**config.mk**
```make
export PLATFORM = sky130hd
export DESIGN_NAME = id_decoder
export DESIGN_NICKNAME = d
export VERILOG_FILES = /design/src/hdl/id_pkg.sv /design/src/hdl/id_decoder.sv
export VERILOG_INCLUDE_DIRS = /design/src /design/src/hdl
export SDC_FILE = /design/constraint.sdc
export NUM_CORES = 1
export LEC_CHECK = 0
export ABC_AREA = 1
export BUFFER_PORTS_ARGS = -buffer_cell sky130_fd_sc_hd__buf_4
export CELL_PAD_IN_SITES_DETAIL_PLACEMENT = 0
export CELL_PAD_IN_SITES_GLOBAL_PLACEMENT = 1
export CORE_AREA = 2 2 62 64
export DETAILED_ROUTE_END_ITERATION = 8
export DIE_AREA = 0 0 64 66
export PLACE_DENSITY_LB_ADDON = 0.1
export SETUP_SLACK_MARGIN = 0.02
export SYNTH_ARGS = -nofsm -noshare
export SYNTH_HDL_FRONTEND = slang
export SYNTH_SLANG_ARGS = --single-unit
```
**constraint.sdc**
```tcl
create_clock -name vclk -period 1.6
set_input_delay 0.24 -clock vclk [all_inputs]
set_output_delay 0.24 -clock vclk [all_outputs]
set_load 0.01 [all_outputs]
```
**src/hdl/id_params.svh**
```systemverilog
// widths and encodings for the RV64I decode stage; only mstatus/mtvec/mepc/mcause are mapped
`ifndef ID_PARAMS_SVH
`define ID_PARAMS_SVH

`define ID_XLEN   64                    // data word
`define ID_ILEN   32                    // instruction word, no compressed forms
`define ID_NREG   32                    // integer register file
`define ID_REG_W  5                     // register index

// major opcodes, inst[6:0]
`define ID_OPC_OP      7'b0110011       // reg-reg alu
`define ID_OPC_OP_IMM  7'b0010011       // reg-imm alu and shifts
`define ID_OPC_LOAD    7'b0000011
`define ID_OPC_STORE   7'b0100011
`define ID_OPC_BRANCH  7'b1100011
`define ID_OPC_LUI     7'b0110111
`define ID_OPC_AUIPC   7'b0010111
`define ID_OPC_JAL     7'b1101111
`define ID_OPC_JALR    7'b1100111
`define ID_OPC_SYSTEM  7'b1110011       // csr access only

// machine csr addresses
`define ID_CSR_MSTATUS 12'h300
`define ID_CSR_MTVEC   12'h305
`define ID_CSR_MEPC    12'h341
`define ID_CSR_MCAUSE  12'h342

`endif
```
**src/hdl/id_pkg.sv**
```systemverilog
// types shared by the decode stage; op_e covers the kept RV64I subset only, no word ops
`include "id_params.svh"

package id_pkg;

    typedef logic [`ID_XLEN-1:0] xword_t;      // one gpr / csr value

    typedef struct packed {
        logic [6:0]           funct7;
        logic [`ID_REG_W-1:0] rs2;
        logic [`ID_REG_W-1:0] rs1;
        logic [2:0]           funct3;
        logic [`ID_REG_W-1:0] rd;
        logic [6:0]           opcode;
    } r_fmt_t;

    typedef struct packed {
        logic [11:0]          imm;             // also the csr address
        logic [`ID_REG_W-1:0] rs1;
        logic [2:0]           funct3;
        logic [`ID_REG_W-1:0] rd;
        logic [6:0]           opcode;
    } i_fmt_t;

    typedef struct packed {
        logic [6:0]           imm_11_5;
        logic [`ID_REG_W-1:0] rs2;
        logic [`ID_REG_W-1:0] rs1;
        logic [2:0]           funct3;
        logic [4:0]           imm_4_0;
        logic [6:0]           opcode;
    } s_fmt_t;

    typedef struct packed {
        logic                 imm_12;
        logic [5:0]           imm_10_5;
        logic [`ID_REG_W-1:0] rs2;
        logic [`ID_REG_W-1:0] rs1;
        logic [2:0]           funct3;
        logic [3:0]           imm_4_1;
        logic                 imm_11;
        logic [6:0]           opcode;
    } b_fmt_t;

    typedef struct packed {
        logic [19:0]          imm_31_12;
        logic [`ID_REG_W-1:0] rd;
        logic [6:0]           opcode;
    } u_fmt_t;

    typedef struct packed {
        logic                 imm_20;
        logic [9:0]           imm_10_1;
        logic                 imm_11;
        logic [7:0]           imm_19_12;
        logic [`ID_REG_W-1:0] rd;
        logic [6:0]           opcode;
    } j_fmt_t;

    // same 32-bit word, one view per format
    typedef union packed {
        r_fmt_t r;
        i_fmt_t i;
        s_fmt_t s;
        b_fmt_t b;
        u_fmt_t u;
        j_fmt_t j;
    } inst_u;

    typedef enum logic [5:0] {
        OP_NONE = 6'd0,                                  // unknown word or bubble
        OP_ADD, OP_SUB, OP_SLL, OP_SLT, OP_SLTU,
        OP_XOR, OP_SRL, OP_OR, OP_AND,
        OP_ADDI, OP_SLTI, OP_SLTIU, OP_XORI, OP_ORI, OP_ANDI,
        OP_SLLI, OP_SRLI, OP_SRAI,
        OP_LB, OP_LH, OP_LW, OP_LD, OP_LBU, OP_LHU, OP_LWU,
        OP_SB, OP_SH, OP_SW, OP_SD,
        OP_BEQ, OP_BNE, OP_BLT, OP_BGE, OP_BLTU, OP_BGEU,
        OP_LUI, OP_AUIPC, OP_JAL, OP_JALR,
        OP_CSRRW, OP_CSRRS
    } op_e;

endpackage

```
**src/hdl/id_decoder.sv**
```systemverilog
// RV64I subset decoder; illegal or dropped encodings (M ext, word ops, ecall/mret) give OP_NONE
`timescale 1ns/100ps
`include "id_params.svh"

module id_decoder (
    input  id_pkg::inst_u          inst_q,
    output id_pkg::op_e            op,
    output logic [`ID_REG_W-1:0]   rd,
    output logic [`ID_REG_W-1:0]   rs1,
    output logic [`ID_REG_W-1:0]   rs2,
    output logic                   use_rs1,
    output logic                   use_rs2,
    output logic                   wen
);

    logic [5:0] funct6;                     // rv64 shifts carry 6-bit shamt

    assign funct6 = inst_q.r.funct7[6:1];
    assign rd     = inst_q.r.rd;
    assign rs1    = inst_q.r.rs1;
    assign rs2    = inst_q.r.rs2;

    always_comb begin
        op = id_pkg::OP_NONE;               // default for anything unmatched
        case (inst_q.r.opcode)
            `ID_OPC_OP: begin
                case ({inst_q.r.funct7, inst_q.r.funct3})
                    10'b0000000_000: op = id_pkg::OP_ADD;
                    10'b0100000_000: op = id_pkg::OP_SUB;
                    10'b0000000_001: op = id_pkg::OP_SLL;
                    10'b0000000_010: op = id_pkg::OP_SLT;
                    10'b0000000_011: op = id_pkg::OP_SLTU;
                    10'b0000000_100: op = id_pkg::OP_XOR;
                    10'b0000000_101: op = id_pkg::OP_SRL;
                    10'b0000000_110: op = id_pkg::OP_OR;
                    10'b0000000_111: op = id_pkg::OP_AND;
                    default:         op = id_pkg::OP_NONE;   // mul/div land here
                endcase
            end
            `ID_OPC_OP_IMM: begin
                case (inst_q.i.funct3)
                    3'b000: op = id_pkg::OP_ADDI;
                    3'b010: op = id_pkg::OP_SLTI;
                    3'b011: op = id_pkg::OP_SLTIU;
                    3'b100: op = id_pkg::OP_XORI;
                    3'b110: op = id_pkg::OP_ORI;
                    3'b111: op = id_pkg::OP_ANDI;
                    3'b001: if (funct6 == 6'b000000) op = id_pkg::OP_SLLI;
                    3'b101: begin
                        if (funct6 == 6'b000000)      op = id_pkg::OP_SRLI;
                        else if (funct6 == 6'b010000) op = id_pkg::OP_SRAI;
                    end
                    default: op = id_pkg::OP_NONE;
                endcase
            end
            `ID_OPC_LOAD: begin
                case (inst_q.i.funct3)
                    3'b000:  op = id_pkg::OP_LB;
                    3'b001:  op = id_pkg::OP_LH;
                    3'b010:  op = id_pkg::OP_LW;
                    3'b011:  op = id_pkg::OP_LD;
                    3'b100:  op = id_pkg::OP_LBU;
                    3'b101:  op = id_pkg::OP_LHU;
                    3'b110:  op = id_pkg::OP_LWU;
                    default: op = id_pkg::OP_NONE;
                endcase
            end
            `ID_OPC_STORE: begin
                case (inst_q.s.funct3)
                    3'b000:  op = id_pkg::OP_SB;
                    3'b001:  op = id_pkg::OP_SH;
                    3'b010:  op = id_pkg::OP_SW;
                    3'b011:  op = id_pkg::OP_SD;
                    default: op = id_pkg::OP_NONE;
                endcase
            end
            `ID_OPC_BRANCH: begin
                case (inst_q.b.funct3)
                    3'b000:  op = id_pkg::OP_BEQ;
                    3'b001:  op = id_pkg::OP_BNE;
                    3'b100:  op = id_pkg::OP_BLT;
                    3'b101:  op = id_pkg::OP_BGE;
                    3'b110:  op = id_pkg::OP_BLTU;
                    3'b111:  op = id_pkg::OP_BGEU;
                    default: op = id_pkg::OP_NONE;
                endcase
            end
            `ID_OPC_LUI:   op = id_pkg::OP_LUI;
            `ID_OPC_AUIPC: op = id_pkg::OP_AUIPC;
            `ID_OPC_JAL:   op = id_pkg::OP_JAL;
            `ID_OPC_JALR:  if (inst_q.i.funct3 == 3'b000) op = id_pkg::OP_JALR;
            `ID_OPC_SYSTEM: begin
                if (inst_q.i.funct3 == 3'b001)      op = id_pkg::OP_CSRRW;
                else if (inst_q.i.funct3 == 3'b010) op = id_pkg::OP_CSRRS;
            end
            default: op = id_pkg::OP_NONE;
        endcase
    end

    // register usage follows the operation class
    always_comb begin
        wen     = 1'b0;
        use_rs1 = 1'b1;                     // most ops read rs1
        use_rs2 = 1'b0;
        case (op)
            id_pkg::OP_NONE: use_rs1 = 1'b0;
            id_pkg::OP_ADD, id_pkg::OP_SUB, id_pkg::OP_SLL, id_pkg::OP_SLT,
            id_pkg::OP_SLTU, id_pkg::OP_XOR, id_pkg::OP_SRL, id_pkg::OP_OR,
            id_pkg::OP_AND: begin
                wen     = 1'b1;
                use_rs2 = 1'b1;
            end
            id_pkg::OP_SB, id_pkg::OP_SH, id_pkg::OP_SW, id_pkg::OP_SD,
            id_pkg::OP_BEQ, id_pkg::OP_BNE, id_pkg::OP_BLT, id_pkg::OP_BGE,
            id_pkg::OP_BLTU, id_pkg::OP_BGEU: use_rs2 = 1'b1;   // no rd
            id_pkg::OP_LUI, id_pkg::OP_AUIPC, id_pkg::OP_JAL: begin
                wen     = 1'b1;
                use_rs1 = 1'b0;             // u/j forms have no rs1
            end
            default: wen = 1'b1;            // imm alu, loads, jalr, csr
        endcase
    end

endmodule

```
* After elaboration in Yosys (flattened, before gate mapping)
Cells that the tools add are included.
** Cells by class
- Reduce and logical (&&, ||, !) cells :: 7
- Muxes and demuxes :: 15
- Eq/ne operators :: 48
** Operator list (count)
- case mux 6 bit (10 select lines) :: 1
- case mux 6 bit (8 select lines) :: 1
- == test 6 x 5 -> 1 bit (second input constant) :: 7
- == test 6 bit (second input constant) :: 7
- == test 10 x 3 -> 1 bit (second input constant) :: 4
- case mux 4 bit (9 select lines) :: 1
- case mux 6 bit (6 select lines) :: 1
- case mux 5 bit (7 select lines) :: 1
- == test 7 bit (second input constant) :: 4
- == test 6 x 3 -> 1 bit (second input constant) :: 4
- == test 7 x 6 -> 1 bit (second input constant) :: 3
- == test 10 x 2 -> 1 bit (second input constant) :: 2
- case mux 5 bit (4 select lines) :: 1
- OR reduction 19 bit :: 1
- two-way mux 6 bit :: 3
- two-way mux 5 bit :: 3
- == test 7 x 5 -> 1 bit (second input constant) :: 2
- == test 3 bit (second input constant) :: 4
- == test 6 x 2 -> 1 bit (second input constant) :: 2
- == test 6 x 4 -> 1 bit (second input constant) :: 2
- logical NOT 6 bit :: 2
- OR reduction 11 bit :: 1
- == test 10 x 1 -> 1 bit (second input constant) :: 1
- == test 10 x 9 -> 1 bit (second input constant) :: 1
- 8 further kinds :: 11
** Word-level totals
- Input bits :: 32
- Register bits after elaboration :: 0

* Longest topological paths before layout
Gate-level depths: netlist of the first run.
- Depth in word-level cells :: 8
- Gate-level depth with buffers :: 15
- Mapped depth without buffers :: 14

* Worst setup path after synthesis of the first run
Ideal clock, no wire load.
- Kind :: input-to-output
- Start point :: input inst_q[14] (netlist bit)
- End point :: output use_rs2
- Arrival time :: 1.322 ns
- Path slack :: 0.038 ns
- Data required time :: 1.360 ns
- Stages :: 12
- Path buffers :: 2
- Cells stage by stage :: buf_6 -> inv_4 -> buf_6 -> nor2_1 -> nor3_2 -> nor2_1 -> nand2_1 -> nor2_4 -> nand3_2 -> nor2_1 -> nor2_1 -> nand2_1
** On the way
- Elaborated cells between the ends (all ways) :: 47
** RTL lines
- start, declared :: line id_decoder.sv:6 : input id_pkg::inst_u inst_q,
- == test 3 bit, or another cell as far along :: line id_decoder.sv:41, id_decoder.sv:57, id_decoder.sv:78
- case mux 6 bit (8 select lines), or another cell as far along :: line id_decoder.sv:41 : case (inst_q.i.funct3)
- case mux 6 bit (10 select lines) * :: line id_decoder.sv:25 : case (inst_q.r.opcode)
- net op[4] :: line id_decoder.sv:7 : output id_pkg::op_e op,
- == test 6 x 5 -> 1 bit, or another cell as far along :: line id_decoder.sv:105 : case (op)
- OR reduction 19 bit (no line) *
- two-way mux 1 bit * :: line id_decoder.sv:105
- end, declared :: line id_decoder.sv:12 : output logic use_rs2,
Mark *: on every way through the listed nets, which the timed path passes. The rest lies on a longest branch. The select of a mux whose other input is x is not followed.

* Worst setup path in the final report of the first run
- Start point :: input inst_q[3] (netlist bit)
- End point :: output use_rs1
** On the way
- Word-level cells in the longest chain between the ends :: 5
- Elaborated cells between the ends (all ways) :: 17
** Ends and longest elaborated chain
- == test 7 bit, or another cell as far along :: line id_decoder.sv:25
- case mux 6 bit (10 select lines) * :: line id_decoder.sv:25
- == test 6 bit or logical NOT 6 bit (tied branches) :: line id_decoder.sv:105
- OR reduction 4 bit (no line) *
- two-way mux 1 bit * :: line id_decoder.sv:105
- end, declared :: line id_decoder.sv:11 : output logic use_rs1,
Every way passes the cells marked *; elsewhere a longest branch is shown, timed or not.

==> results_tabular.tex, run 1 <==
\begin{tabular}{lr}
\hline
Metric & Value \\
\hline
\multicolumn{2}{l}{\textbf{Global route}} \\
Antenna violations before repair & 0 \\
Final global-route overflow total & 0 \\
First-pass GRT wire length & 5.71 mm \\
Pin count of the biggest net entering global routing & 9 \\
Vias in the first global route & roughly 1,300 \\
Overall global routing resource usage & 16.3\% \\
\multicolumn{2}{l}{\textbf{STA}} \\
Maximum operating frequency & about 550 MHz \\
Final setup TNS & -1090 ps \\
Final setup viols & 7 \\
Worst-Margin Slew & between 200 and 250 ps \\
Setup ws final & -209 ps \\
Clock period minus worst slack & approximately 1800 ps \\
RSZ-0062 raised after global routing & yes \\
Max transition margin & a little over four fifths \\
Hold slack final & roughly 480 ps \\
Ratio of final minimum period to clock period & 113\% \\
Number of pins with negative max-slew slack in the final report & 0 \\
Number of hold violations in the final report & 0 \\
\multicolumn{2}{l}{\textbf{Pwr}} \\
Static Leakage & about 0.98 nW \\
Clk network pwr share & 0\% \\
Power density cells & 175 nW/um\^{}2 \\
Worst ir drop on vdd & between 0.0001 and 0.00015 V \\
Relative contribution of combinational cells to total power & 100.0\% \\
Internal power & 0.156 mW \\
Switching power & 0.164 mW \\
Switching power as a share of total power & between 50\% and 60\% \\
Relative contribution of sequential cells to total power & 0\% \\
\multicolumn{2}{l}{\textbf{Yosys}} \\
Syn Area/Cell & a little over 5 sq um \\
Synth Cell Area & between 1000 and 1500 sq um \\
Post-Syn Instances & 194 \\
Share of synthesized area occupied by flip-flops and latches & 0\% \\
Count of unique library cells instantiated by Yosys & 21 \\
Yosys Warn Count & 0 \\
Post-Syn Nets & 226 \\
\multicolumn{2}{l}{\textbf{Layout}} \\
Clock buffer instance count of the final layout & 0 \\
Sequential cell count & 0 \\
Number of diodes & 0 \\
Net count reported at finish & 278 \\
Fraction of layout instances using a drive strength above 1 & a little over three fifths \\
Storage element area & 0 sq um \\
Non-filler instance count after layout & roughly 290 \\
Area Overhead vs Synth & 82.2\% \\
Number of fill cells in the layout & roughly 370 \\
\multicolumn{2}{l}{\textbf{Worst setup path}} \\
Maximum fanout count along the critical path & 4 \\
Most prevalent standard cell on the critical path & sky130\_fd\_sc\_hd\_\_nor2\_4 \\
Delay of the slowest cell on the worst path & approximately 190 ps \\
Arr. time, crit path & 1570 ps \\
Series of cell instances along the critical path & buf\_8 -> nor2\_4 -> nand2\_2 -> nor2\_4 -> nand3\_1 -> a21boi\_2 -> nand2\_2 -> nor2\_4 -> inv\_1 -> nor2\_2 -> nor2\_1 -> buf\_4 \\
Kind of start point of the critical path & input port \\
Critical setup path kind & in2out \\
Cell type group with the largest total delay on the critical path & simple AND/OR/NAND/NOR gates \\
Highest-delay cell along the critical path & sky130\_fd\_sc\_hd\_\_nor2\_4 \\
Category of the worst setup path capture point & output port \\
Required arrival time at the worst endpoint & about 1400 ps \\
Count of buffer and inverter cells on the critical path & 3 \\
\multicolumn{2}{l}{\textbf{Die}} \\
IO Pins & 56 \\
Die span in y & between 60 and 70 microns \\
Count of standard-cell rows & 22 \\
Area of the die & roughly 4200 sq um \\
Width of the die & $\sim$64 microns \\
Starting utilization of the core area & around 28\% \\
Core Area & around 3600 sq um \\
\multicolumn{2}{l}{\textbf{Outcome}} \\
Status & finished with violations \\
Violations in the final reports & negative setup slack \\
\multicolumn{2}{l}{\textbf{Drt}} \\
Number of iterations in the first detailed-routing pass & 4 \\
DRC violation count after routing & 0 \\
Antenna Violating Nets Remaining & 0 \\
Number of DRC markers after the initial detailed-route iteration & between 50 and 60 \\
Vias post-DR & $\sim$1,300 \\
DRT Wirelength & roughly 3.5 mm \\
Wirelength per Cell & between 10 and 15 microns \\
Drt via density & $\sim$4.5 \\
\multicolumn{2}{l}{\textbf{Clock network}} \\
Number of buffers added to fix hold violations after cts & 0 \\
\multicolumn{2}{l}{\textbf{Placed design}} \\
Last weighted congestion value of the routability-driven placer & 0.764 \\
Number of port buffers & 26 \\
Setup WS pre-CTS & -339 ps \\
HPWL Detailed & around 2.6 mm \\
Placed instance count & 283 \\
\multicolumn{2}{l}{\textbf{Flow run}} \\
Count of maximum capacitance violations & 0 \\
\multicolumn{2}{l}{\textbf{Worst hold path}} \\
Number of cells on the worst hold path & 0 \\
Endpoint of the worst hold-timing path & rd[0] \\
Start point of the worst min-delay path & inst\_q[7] \\
Path class of the lowest-slack min-delay path & in2out \\
\hline
\end{tabular}
-- layer usage --
metal | wire length [microns] | up-vias | global-route usage [%]
met5 | 0 | - | 0
met4 | 55 | 0 | 2.72
met3 | 148 | 10 | 1.19
met2 | 1900 | 29 | 31.5
met1 | 1380 | 586 | 19.6
li1 | - | 689 | -
-- how the worst max path moves through the flow --
| stage | slack (ps) | to | from | cells after the start |
|---|---|---|---|---|
| CTS | -200 | use_rs2 | inst_q[2] | 13 |
| finish | -210 | use_rs1 | inst_q[3] | 12 |
| floorplan | 40 | use_rs2 | inst_q[14] | 12 |
| detailed placement | -340 | use_rs1 | inst_q[3] | 12 |
| global placement | -310 | use_rs1 | inst_q[1] | 13 |
| global route | -330 | use_rs2 | inst_q[13] | 15 |
-- synthesized netlist by cell type --
library cell               instances  share of area [%]
sky130_fd_sc_hd__o21ai_0           4                2.0
sky130_fd_sc_hd__inv_2             9                3.4
sky130_fd_sc_hd__buf_4            15                 11
sky130_fd_sc_hd__nor2_1           36                 13
sky130_fd_sc_hd__nor3_2            1               0.99
sky130_fd_sc_hd__nand3_1          23                 11
sky130_fd_sc_hd__a21boi_1          1               0.75
sky130_fd_sc_hd__inv_4             1               0.62
sky130_fd_sc_hd__nand3_2           8                8.0
sky130_fd_sc_hd__nand2_2           9                5.6
sky130_fd_sc_hd__nor2_2            7                4.3
sky130_fd_sc_hd__nor2_4            5                5.6
sky130_fd_sc_hd__nand4_1           1               0.62
sky130_fd_sc_hd__nand2_4           1                1.1
sky130_fd_sc_hd__a21oi_1           2               0.99
sky130_fd_sc_hd__buf_6             4                4.5
sky130_fd_sc_hd__clkinv_1          1               0.37
sky130_fd_sc_hd__nor3_1            2               0.99
sky130_fd_sc_hd__inv_1            18                6.7
sky130_fd_sc_hd__nand2_1          45                 17
sky130_fd_sc_hd__o21a_1            1               0.75
-- cells by family after synthesis --
| group | share of synthesized area, % |
|---|---|
| AO/OA/AOI/OAI | 4.47 |
| buffers and inverters | 26.7 |
| AND/OR/NAND/NOR | 68.8 |
-- power groups by stage --
stage          clock [mW]  sequential, mW  combinational [mW]
6_report                0               0               0.321
3_5_place_dp            0               0               0.223
2_1_floorplan           0               0               0.150
4_1_cts                 0               0               0.274
5_1_grt                 0               0               0.348
3_3_place_gp            0               0               0.222
-- per-stage QoR --
step / power (mW) / utilization, % / instance area [sq um]
after global routing: 0.348 / 51.7 / 1840
after detailed placement: 0.223 / 38.3 / 1360
after global placement: 0.222 / 38.3 / 1360
after floorplan: 0.150 / - / 1010
after CTS: 0.274 / 45.1 / 1600
final: 0.321 / 51.7 / 1840
-- layout by cell type (no fill, tap or decap), types with 2 or more instances in the layout --
master and count:
sky130_fd_sc_hd__nand2_2 16, sky130_fd_sc_hd__inv_6 4, sky130_fd_sc_hd__inv_1 14, sky130_fd_sc_hd__nor3_2 2, sky130_fd_sc_hd__inv_2 9, sky130_fd_sc_hd__nand2_4 7, sky130_fd_sc_hd__nand3_2 9, sky130_fd_sc_hd__buf_6 16
sky130_fd_sc_hd__inv_4 2, sky130_fd_sc_hd__nand2_1 31, sky130_fd_sc_hd__nand3_1 17, sky130_fd_sc_hd__buf_12 3, sky130_fd_sc_hd__nand3_4 5, sky130_fd_sc_hd__nor2_1 21, sky130_fd_sc_hd__nor2_4 17, sky130_fd_sc_hd__nor2_2 10
sky130_fd_sc_hd__o21ai_0 3, sky130_fd_sc_hd__buf_4 48, sky130_fd_sc_hd__nand2_8 2
-- final cells by class --
| cell class | count | area [sq um] | area share [%] |
|---|---|---|---|
| Inverter | 29 | 134 | 7.29 |
| Tap cell | 48 | 60.1 | 3.27 |
| Multi-Input combinational cell | 147 | 1030 | 55.9 |
| Timing Repair Buffer | 68 | 616 | 33.5 |
-- repair_timing --
action | in CTS | in global routing
pin swaps | 31 | 24
buffers inserted | 4 | 4
setup endpoints to repair | 8 | 8
gates resized for setup | 57 | 52
cloned | 1 | 0
Power figures use the tool's default switching activity.
==> run 2: changes to the inputs <==
--- a/config.mk
+++ b/config.mk
@@ -6,14 +6,14 @@
 export SDC_FILE = /design/constraint.sdc
 export NUM_CORES = 1
 export LEC_CHECK = 0
-export ABC_AREA = 1
+export ABC_AREA = 0
 export BUFFER_PORTS_ARGS = -buffer_cell sky130_fd_sc_hd__buf_4
 export CELL_PAD_IN_SITES_DETAIL_PLACEMENT = 0
 export CELL_PAD_IN_SITES_GLOBAL_PLACEMENT = 1
-export CORE_AREA = 2 2 62 64
+export CORE_AREA = 2 2 57 59
 export DETAILED_ROUTE_END_ITERATION = 8
-export DIE_AREA = 0 0 64 66
-export PLACE_DENSITY_LB_ADDON = 0.1
+export DIE_AREA = 0 0 59 61
+export PLACE_DENSITY = 0.79
 export SETUP_SLACK_MARGIN = 0.02
 export SYNTH_ARGS = -nofsm -noshare
 export SYNTH_HDL_FRONTEND = slang
==> run 2 against run 1 <==
Against the previous run: fmax down 18%; total power grew 10%; design area is 8.5% lower; via count decreased by 13%; largest cell class unchanged; utilization is 5.2 points higher; the flow still finishes with violations (negative setup slack); largest power group unchanged; critical path type unchanged; sequential share of layout area stayed put; area after synthesis is 22% lower.
==> results_tabular.tex, run 2 <==
\begin{tabular}{lr}
\hline
Metric & Value \\
\hline
\multicolumn{2}{l}{\textbf{Pwr}} \\
Switching power & about 0.15 mW \\
Internal power & around 0.2 mW \\
Worst ir drop on vdd & between 0.0001 and 0.00015 V \\
Static Leakage & 0.742 nW \\
Relative contribution of combinational cells to total power & between 90\% and 100\% \\
Overall power after layout & roughly 0.35 mW \\
Clk network pwr share & 0\% \\
Power density cells & 210 nW/um\^{}2 \\
Switching power as a share of total power & 43.5\% \\
Relative contribution of sequential cells to total power & 0\% \\
\multicolumn{2}{l}{\textbf{Layout}} \\
Area Overhead vs Synth & 113\% \\
Net count reported at finish & between 200 and 250 \\
Non-filler instance count after layout & about 210 \\
Fraction of layout instances using a drive strength above 1 & $\sim$70\% \\
Number of diodes & 0 \\
Most frequent standard cell in the layout excluding fill and tap cells & sky130\_fd\_sc\_hd\_\_buf\_4 \\
Sequential cell count & 0 \\
Most frequent cells in the layout & sky130\_fd\_sc\_hd\_\_buf\_4, sky130\_fd\_sc\_hd\_\_buf\_6, sky130\_fd\_sc\_hd\_\_nor2\_1, sky130\_fd\_sc\_hd\_\_a21oi\_1, sky130\_fd\_sc\_hd\_\_a21oi\_2 \\
Number of fill cells in the layout & 255 \\
Clock buffer instance count of the final layout & 0 \\
Storage element area & 0 sq um \\
\multicolumn{2}{l}{\textbf{Worst setup path}} \\
Maximum fanout count along the critical path & 5 \\
Required arrival time at the worst endpoint & 1360 ps \\
Critical setup path kind & in2out \\
Kind of start point of the critical path & input port \\
Category of the worst setup path capture point & output port \\
Arr. time, crit path & approximately 2000 ps \\
\multicolumn{2}{l}{\textbf{Drt}} \\
DRT Wirelength & 3.32 mm \\
Drt via density & $\sim$5.5 \\
DRC violation count after routing & 0 \\
Number of iterations in the first detailed-routing pass & 4 \\
Number of DRC markers after the initial detailed-route iteration & between 50 and 60 \\
Antenna Violating Nets Remaining & 0 \\
Wirelength per Cell & between 15 and 20 microns \\
Vias post-DR & roughly 1,100 \\
\multicolumn{2}{l}{\textbf{Placed design}} \\
Last weighted congestion value of the routability-driven placer & between 0.8 and 0.9 \\
Number of port buffers & 26 \\
Placed instance count & 193 \\
Setup WS pre-CTS & -595 ps \\
HPWL Detailed & between 2 and 2.5 mm \\
\multicolumn{2}{l}{\textbf{Yosys}} \\
Share of synthesized area occupied by flip-flops and latches & 0\% \\
Synth Cell Area & 788 sq um \\
Post-Syn Nets & about 150 \\
Syn Area/Cell & 6.74 sq um \\
Fraction of post-synthesis cell area in the top cell type by area & between 10\% and 20\% \\
Post-synth top area cell & sky130\_fd\_sc\_hd\_\_buf\_4 \\
Post-Syn Instances & around 120 \\
Most frequent cells after synthesis & sky130\_fd\_sc\_hd\_\_buf\_4, sky130\_fd\_sc\_hd\_\_nor2\_1, sky130\_fd\_sc\_hd\_\_a21oi\_1 \\
Yosys Warn Count & 0 \\
Count of unique library cells instantiated by Yosys & 45 \\
Leading post-synthesis cells by cell area & sky130\_fd\_sc\_hd\_\_buf\_4, sky130\_fd\_sc\_hd\_\_a21oi\_1, sky130\_fd\_sc\_hd\_\_nor2\_1 \\
Most numerous cell in the Yosys netlist & sky130\_fd\_sc\_hd\_\_buf\_4 \\
\multicolumn{2}{l}{\textbf{Worst hold path}} \\
Number of cells on the worst hold path & 0 \\
Path class of the lowest-slack min-delay path & in2out \\
Start point of the worst min-delay path & inst\_q[23] \\
Endpoint of the worst hold-timing path & rs2[3] \\
\multicolumn{2}{l}{\textbf{STA}} \\
Worst-Margin Slew & roughly 410 ps \\
Final setup TNS & -3360 ps \\
Final setup viols & 9 \\
RSZ-0062 raised after global routing & yes \\
Ratio of final minimum period to clock period & 137\% \\
Number of pins with negative max-slew slack in the final report & 0 \\
Maximum operating frequency & 456 MHz \\
Number of hold violations in the final report & 0 \\
Clock period minus worst slack & between 2000 and 2500 ps \\
Setup ws final & -595 ps \\
Max transition margin & $\sim$72\% \\
\multicolumn{2}{l}{\textbf{Global route}} \\
Met2 routing resource usage after global routing & approximately 33\% \\
M1 GR Usage & about a fifth \\
Antenna violations before repair & 0 \\
Global-route layer with the greatest usage & met2 \\
Pin count of the biggest net entering global routing & 13 \\
First-pass GRT wire length & between 4 and 5 mm \\
Overall global routing resource usage & 16.9\% \\
Vias in the first global route & 1,051 \\
Met3 capacity usage during global routing & 0.640\% \\
Final global-route overflow total & 0 \\
\multicolumn{2}{l}{\textbf{Die}} \\
Area of the die & 3600 sq um \\
Die span in y & $\sim$61 microns \\
Count of standard-cell rows & 20 \\
IO Pins & 56 \\
Starting utilization of the core area & between 20\% and 30\% \\
Core Area & 2950 sq um \\
Width of the die & 59 microns \\
\multicolumn{2}{l}{\textbf{Outcome}} \\
Status & finished with violations \\
Violations in the final reports & negative setup slack \\
\multicolumn{2}{l}{\textbf{Flow run}} \\
Count of maximum capacitance violations & 0 \\
\multicolumn{2}{l}{\textbf{Clock network}} \\
Number of buffers added to fix hold violations after cts & 0 \\
\hline
\end{tabular}
==> run 2: changes by cell type in the layout (fill, tap and decap cells not counted), moves of 11 or more <==
cell                      change
sky130_fd_sc_hd__nand2_2     -14
sky130_fd_sc_hd__nor2_4      -17
sky130_fd_sc_hd__inv_1       -12
sky130_fd_sc_hd__nand2_1     -27
sky130_fd_sc_hd__nor2_1      -11
sky130_fd_sc_hd__nand3_1     -16
==> run 2: worst max-delay path, stage by stage <==
cell and delay [ps]:
sky130_fd_sc_hd__buf_12 110, sky130_fd_sc_hd__and4bb_1 220, sky130_fd_sc_hd__a32oi_1 210, sky130_fd_sc_hd__a21oi_1 120, sky130_fd_sc_hd__or4_4 570, sky130_fd_sc_hd__nor3_4 240, sky130_fd_sc_hd__a21oi_2 90, sky130_fd_sc_hd__buf_4 150
==> run 2: cell families (layout without fill, tap and decap cells) <==
logic type,Yosys count,count (layout),synth area share (%)
AOI/OAI and AO/OA,36,36,32.2
muxes,1,1,1.27
xor gates and xnor gates,2,2,2.22
buffers and inverters,28,86,22.4
and+or+nand+nor,50,50,41.9
==> run 2: what timing repair did <==
| action | in CTS | in global routing |
|---|---|---|
| gates cloned | 0 | 2 |
| gates resized for setup | 43 | 39 |
| pin swaps | 12 | 22 |
| buffers inserted | 11 | 7 |
| endpoints found under the setup margin | 9 | 9 |
==> run 2: how the worst max path moves through the flow <==
| stage | startpoint | to | slack, ps | depth (start not counted) |
|---|---|---|---|---|
| 2_1_floorplan | inst_q[5] | use_rs1 | -290 | 7 |
| 3_3_place_gp | inst_q[5] | use_rs1 | -540 | 8 |
| 3_5_place_dp | inst_q[5] | use_rs1 | -600 | 8 |
| 4_1_cts | inst_q[14] | use_rs1 | -590 | 8 |
| 5_1_grt | inst_q[4] | use_rs1 | -660 | 8 |
| 6_report | inst_q[12] | use_rs1 | -590 | 8 |
==> run 2: power groups by stage <==
stage          Clock [mW]  Combinational (mW)  Sequential, mW
3_5_place_dp            0               0.244               0
5_1_grt                 0               0.374               0
4_1_cts                 0               0.296               0
6_report                0               0.353               0
3_3_place_gp            0               0.239               0
2_1_floorplan           0               0.159               0
==> run 2: metrics by stage <==
step	util (%)	area, sq um	hold slack, ps
floorplan	-	838	572
global placement	40.6	1200	480
detailed placement	40.6	1200	480
CTS	49.5	1460	480
global route	56.9	1680	480
finish	56.9	1680	480
==> run 2: final cells by class <==
class	instances	area, sq um	share of cell area, %
Tap cell	33	41.3	2.46
Inverter	4	15.0	0.894
Multi-Input combinational cell	89	830	49.4
Timing Repair Buffer	82	795	47.3
==> run 2: metal layers <==
metal	part of all wire [%]	vias up	wire, microns
met1	42	549	1410
met4	2.3	0	76
met2	51	47	1690
met3	4.3	10	143
met5	0	-	0
li1	-	540	-
==> run 3: changes to the inputs <==
--- a/config.mk
+++ b/config.mk
@@ -13,7 +13,7 @@
 export CORE_AREA = 2 2 57 59
 export DETAILED_ROUTE_END_ITERATION = 8
 export DIE_AREA = 0 0 59 61
-export PLACE_DENSITY = 0.79
+export PLACE_DENSITY = 0.76
 export SETUP_SLACK_MARGIN = 0.02
 export SYNTH_ARGS = -nofsm -noshare
 export SYNTH_HDL_FRONTEND = slang
==> run 3 against run 2 <==
Against the previous run: the flow still finishes with violations (negative setup slack); flip-flop and latch count unchanged; non-clock buffer count shrank 13; hold slack about the same; setup slack improved by 56 ps; final cell count decreased by 6.3%; first-iteration DRC count decreased by 76%; combinational power shrank 17%; routed wire length shrank 16%; fmax rose by 2.6%; die area stayed put; critical path type unchanged; via count is 4.5% lower.
==> results_tabular.tex, run 3 (same netlist as run 2, synthesis figures left out) <==
\begin{tabular}{lr}
\hline
Metric & Value \\
\hline
\multicolumn{2}{l}{\textbf{Outcome}} \\
Status & finished with violations \\
Violations in the final reports & negative setup slack \\
\multicolumn{2}{l}{\textbf{Pwr}} \\
Internal power & 0.160 mW \\
Relative contribution of combinational cells to total power & 100.0\% \\
Switching power & $\sim$0.13 mW \\
Worst ir drop on vdd & between 0.0001 and 0.00015 V \\
Clk network pwr share & 0\% \\
Switching power as a share of total power & between 40\% and 50\% \\
Relative contribution of sequential cells to total power & 0\% \\
Power density cells & 207 nW/um\^{}2 \\
Overall power after layout & around 0.29 mW \\
Static Leakage & about 0.63 nW \\
\multicolumn{2}{l}{\textbf{Drt}} \\
DRC violation count after routing & 0 \\
Antenna Violating Nets Remaining & 0 \\
Number of DRC markers after the initial detailed-route iteration & 14 \\
Vias post-DR & approximately 1,100 \\
Wirelength per Cell & $\sim$14 microns \\
DRT Wirelength & 2.79 mm \\
Number of iterations in the first detailed-routing pass & 4 \\
Drt via density & about 5.6 \\
\multicolumn{2}{l}{\textbf{Layout}} \\
Area Overhead vs Synth & 79.0\% \\
Storage element area & 0 sq um \\
Sequential cell count & 0 \\
Clock buffer instance count of the final layout & 0 \\
Fraction of layout instances using a drive strength above 1 & roughly three fifths \\
Net count reported at finish & about 200 \\
Most frequent cells in the layout & sky130\_fd\_sc\_hd\_\_buf\_4, sky130\_fd\_sc\_hd\_\_nor2\_1, sky130\_fd\_sc\_hd\_\_a21oi\_1, sky130\_fd\_sc\_hd\_\_nand2\_1, sky130\_fd\_sc\_hd\_\_buf\_6 \\
Most frequent standard cell in the layout excluding fill and tap cells & sky130\_fd\_sc\_hd\_\_buf\_4 \\
Number of diodes & 0 \\
\multicolumn{2}{l}{\textbf{Worst setup path}} \\
Arr. time, crit path & around 1900 ps \\
Kind of start point of the critical path & input port \\
Category of the worst setup path capture point & output port \\
Series of cell instances along the critical path & buf\_8 -> and4bb\_1 -> a32oi\_1 -> a21oi\_1 -> or4\_4 -> nor3\_4 -> a21oi\_2 -> buf\_4 \\
Highest-delay cell along the critical path & sky130\_fd\_sc\_hd\_\_or4\_4 \\
Cell type group with the largest total delay on the critical path & simple AND/OR/NAND/NOR gates \\
Launch point of the worst path & inst\_q[4] \\
Required arrival time at the worst endpoint & about 1400 ps \\
Maximum fanout count along the critical path & 7 \\
Count of buffer and inverter cells on the critical path & 2 \\
Delay of the slowest cell on the worst path & 560 ps \\
Critical setup path kind & in2out \\
\multicolumn{2}{l}{\textbf{Die}} \\
Area of the die & approximately 3600 sq um \\
Width of the die & roughly 59 microns \\
Core Area & slightly below 3000 sq um \\
IO Pins & between 50 and 60 \\
Starting utilization of the core area & between 20\% and 30\% \\
Die span in y & 61 microns \\
Count of standard-cell rows & 20 \\
\multicolumn{2}{l}{\textbf{STA}} \\
Max transition margin & 76.6\% \\
Setup ws final & -539 ps \\
Number of pins with negative max-slew slack in the final report & 0 \\
Ratio of final minimum period to clock period & 134\% \\
Final setup TNS & -2940 ps \\
Maximum operating frequency & 468 MHz \\
Clock period minus worst slack & approximately 2100 ps \\
RSZ-0062 raised after global routing & yes \\
Final setup viols & 8 \\
Worst-Margin Slew & around 350 ps \\
Number of hold violations in the final report & 0 \\
\multicolumn{2}{l}{\textbf{Placed design}} \\
Number of port buffers & 26 \\
HPWL Detailed & between 2 and 2.5 mm \\
Last weighted congestion value of the routability-driven placer & approximately 0.95 \\
\multicolumn{2}{l}{\textbf{Global route}} \\
Vias in the first global route & $\sim$1,000 \\
Pin count of the biggest net entering global routing & 11 \\
Overall global routing resource usage & between 10\% and 20\% \\
Final global-route overflow total & 0 \\
Antenna violations before repair & 0 \\
First-pass GRT wire length & around 4.3 mm \\
\multicolumn{2}{l}{\textbf{Flow run}} \\
Count of maximum capacitance violations & 0 \\
\multicolumn{2}{l}{\textbf{Worst hold path}} \\
Path class of the lowest-slack min-delay path & in2out \\
Start point of the worst min-delay path & inst\_q[19] \\
\multicolumn{2}{l}{\textbf{Clock network}} \\
Number of buffers added to fix hold violations after cts & 0 \\
\hline
\end{tabular}
## run 3: cell types whose count changed in the layout (fill, tap and decap cells not counted), moves of 2 or more
| cell | delta |
|---|---|
| sky130_fd_sc_hd__a21boi_0 | +2 |
| sky130_fd_sc_hd__a21oi_1 | +2 |
| sky130_fd_sc_hd__a21oi_2 | -2 |
| sky130_fd_sc_hd__buf_12 | -2 |
| sky130_fd_sc_hd__buf_4 | +7 |
| sky130_fd_sc_hd__buf_6 | -17 |
| sky130_fd_sc_hd__inv_2 | -2 |
| sky130_fd_sc_hd__o21ai_0 | +2 |
| sky130_fd_sc_hd__o21ai_2 | -3 |
## run 3: routing by layer
metal / track usage (%) / share of wire (%) / vias up
li1: - / - / 515
met1: 17.6 / 39 / 494
met2: 26.2 / 48 / 70
met3: 2.13 / 8.1 / 16
met4: 8.44 / 4.1 / 0
met5: 0 / 0 / -
## run 3: area by class of cell
| class | instances | area, sq um |
|---|---|---|
| inverter | 4 | 18.8 |
| fill | 277 | 1540 |
| multi-input combinational | 89 | 761 |
| tap | 33 | 41.3 |
| timing repair buffer | 69 | 591 |
## run 3: timing repair
| item | 4_1_cts | 5_1_grt |
|---|---|---|
| hold endpoints to repair | 0 | 0 |
| setup buffers | 4 | 3 |
| gates resized for setup | 27 | 9 |
| pin swaps | 9 | 5 |
| setup endpoints to repair | 9 | 9 |
| cloned | 0 | 1 |
## run 3: power by group through the flow
stage / registers, mW / logic [mW] / clock network [mW]
global placement: 0 / 0.229 / 0
CTS: 0 / 0.271 / 0
floorplan: 0 / 0.159 / 0
finish: 0 / 0.292 / 0
detailed placement: 0 / 0.231 / 0
global route: 0 / 0.312 / 0
## run 3: final timing paths
path       to  slack (ps)  cells after the start
min    rs1[4]         480                      0
max   use_rs1        -540                      8
## run 3: stage by stage
step / hold WS [ps] / util (%) / instances / cell area, sq um / worst slack (ps)
after CTS: 480 / 45.0 / 191 / 1330 / -527
after global placement: 480 / 39.1 / 187 / 1150 / -544
after detailed placement: 480 / 39.1 / 187 / 1150 / -551
after floorplan: 572 / - / 117 / 838 / -289
after global routing: 480 / 47.8 / 195 / 1410 / -610
final: 480 / 47.8 / 195 / 1410 / -539
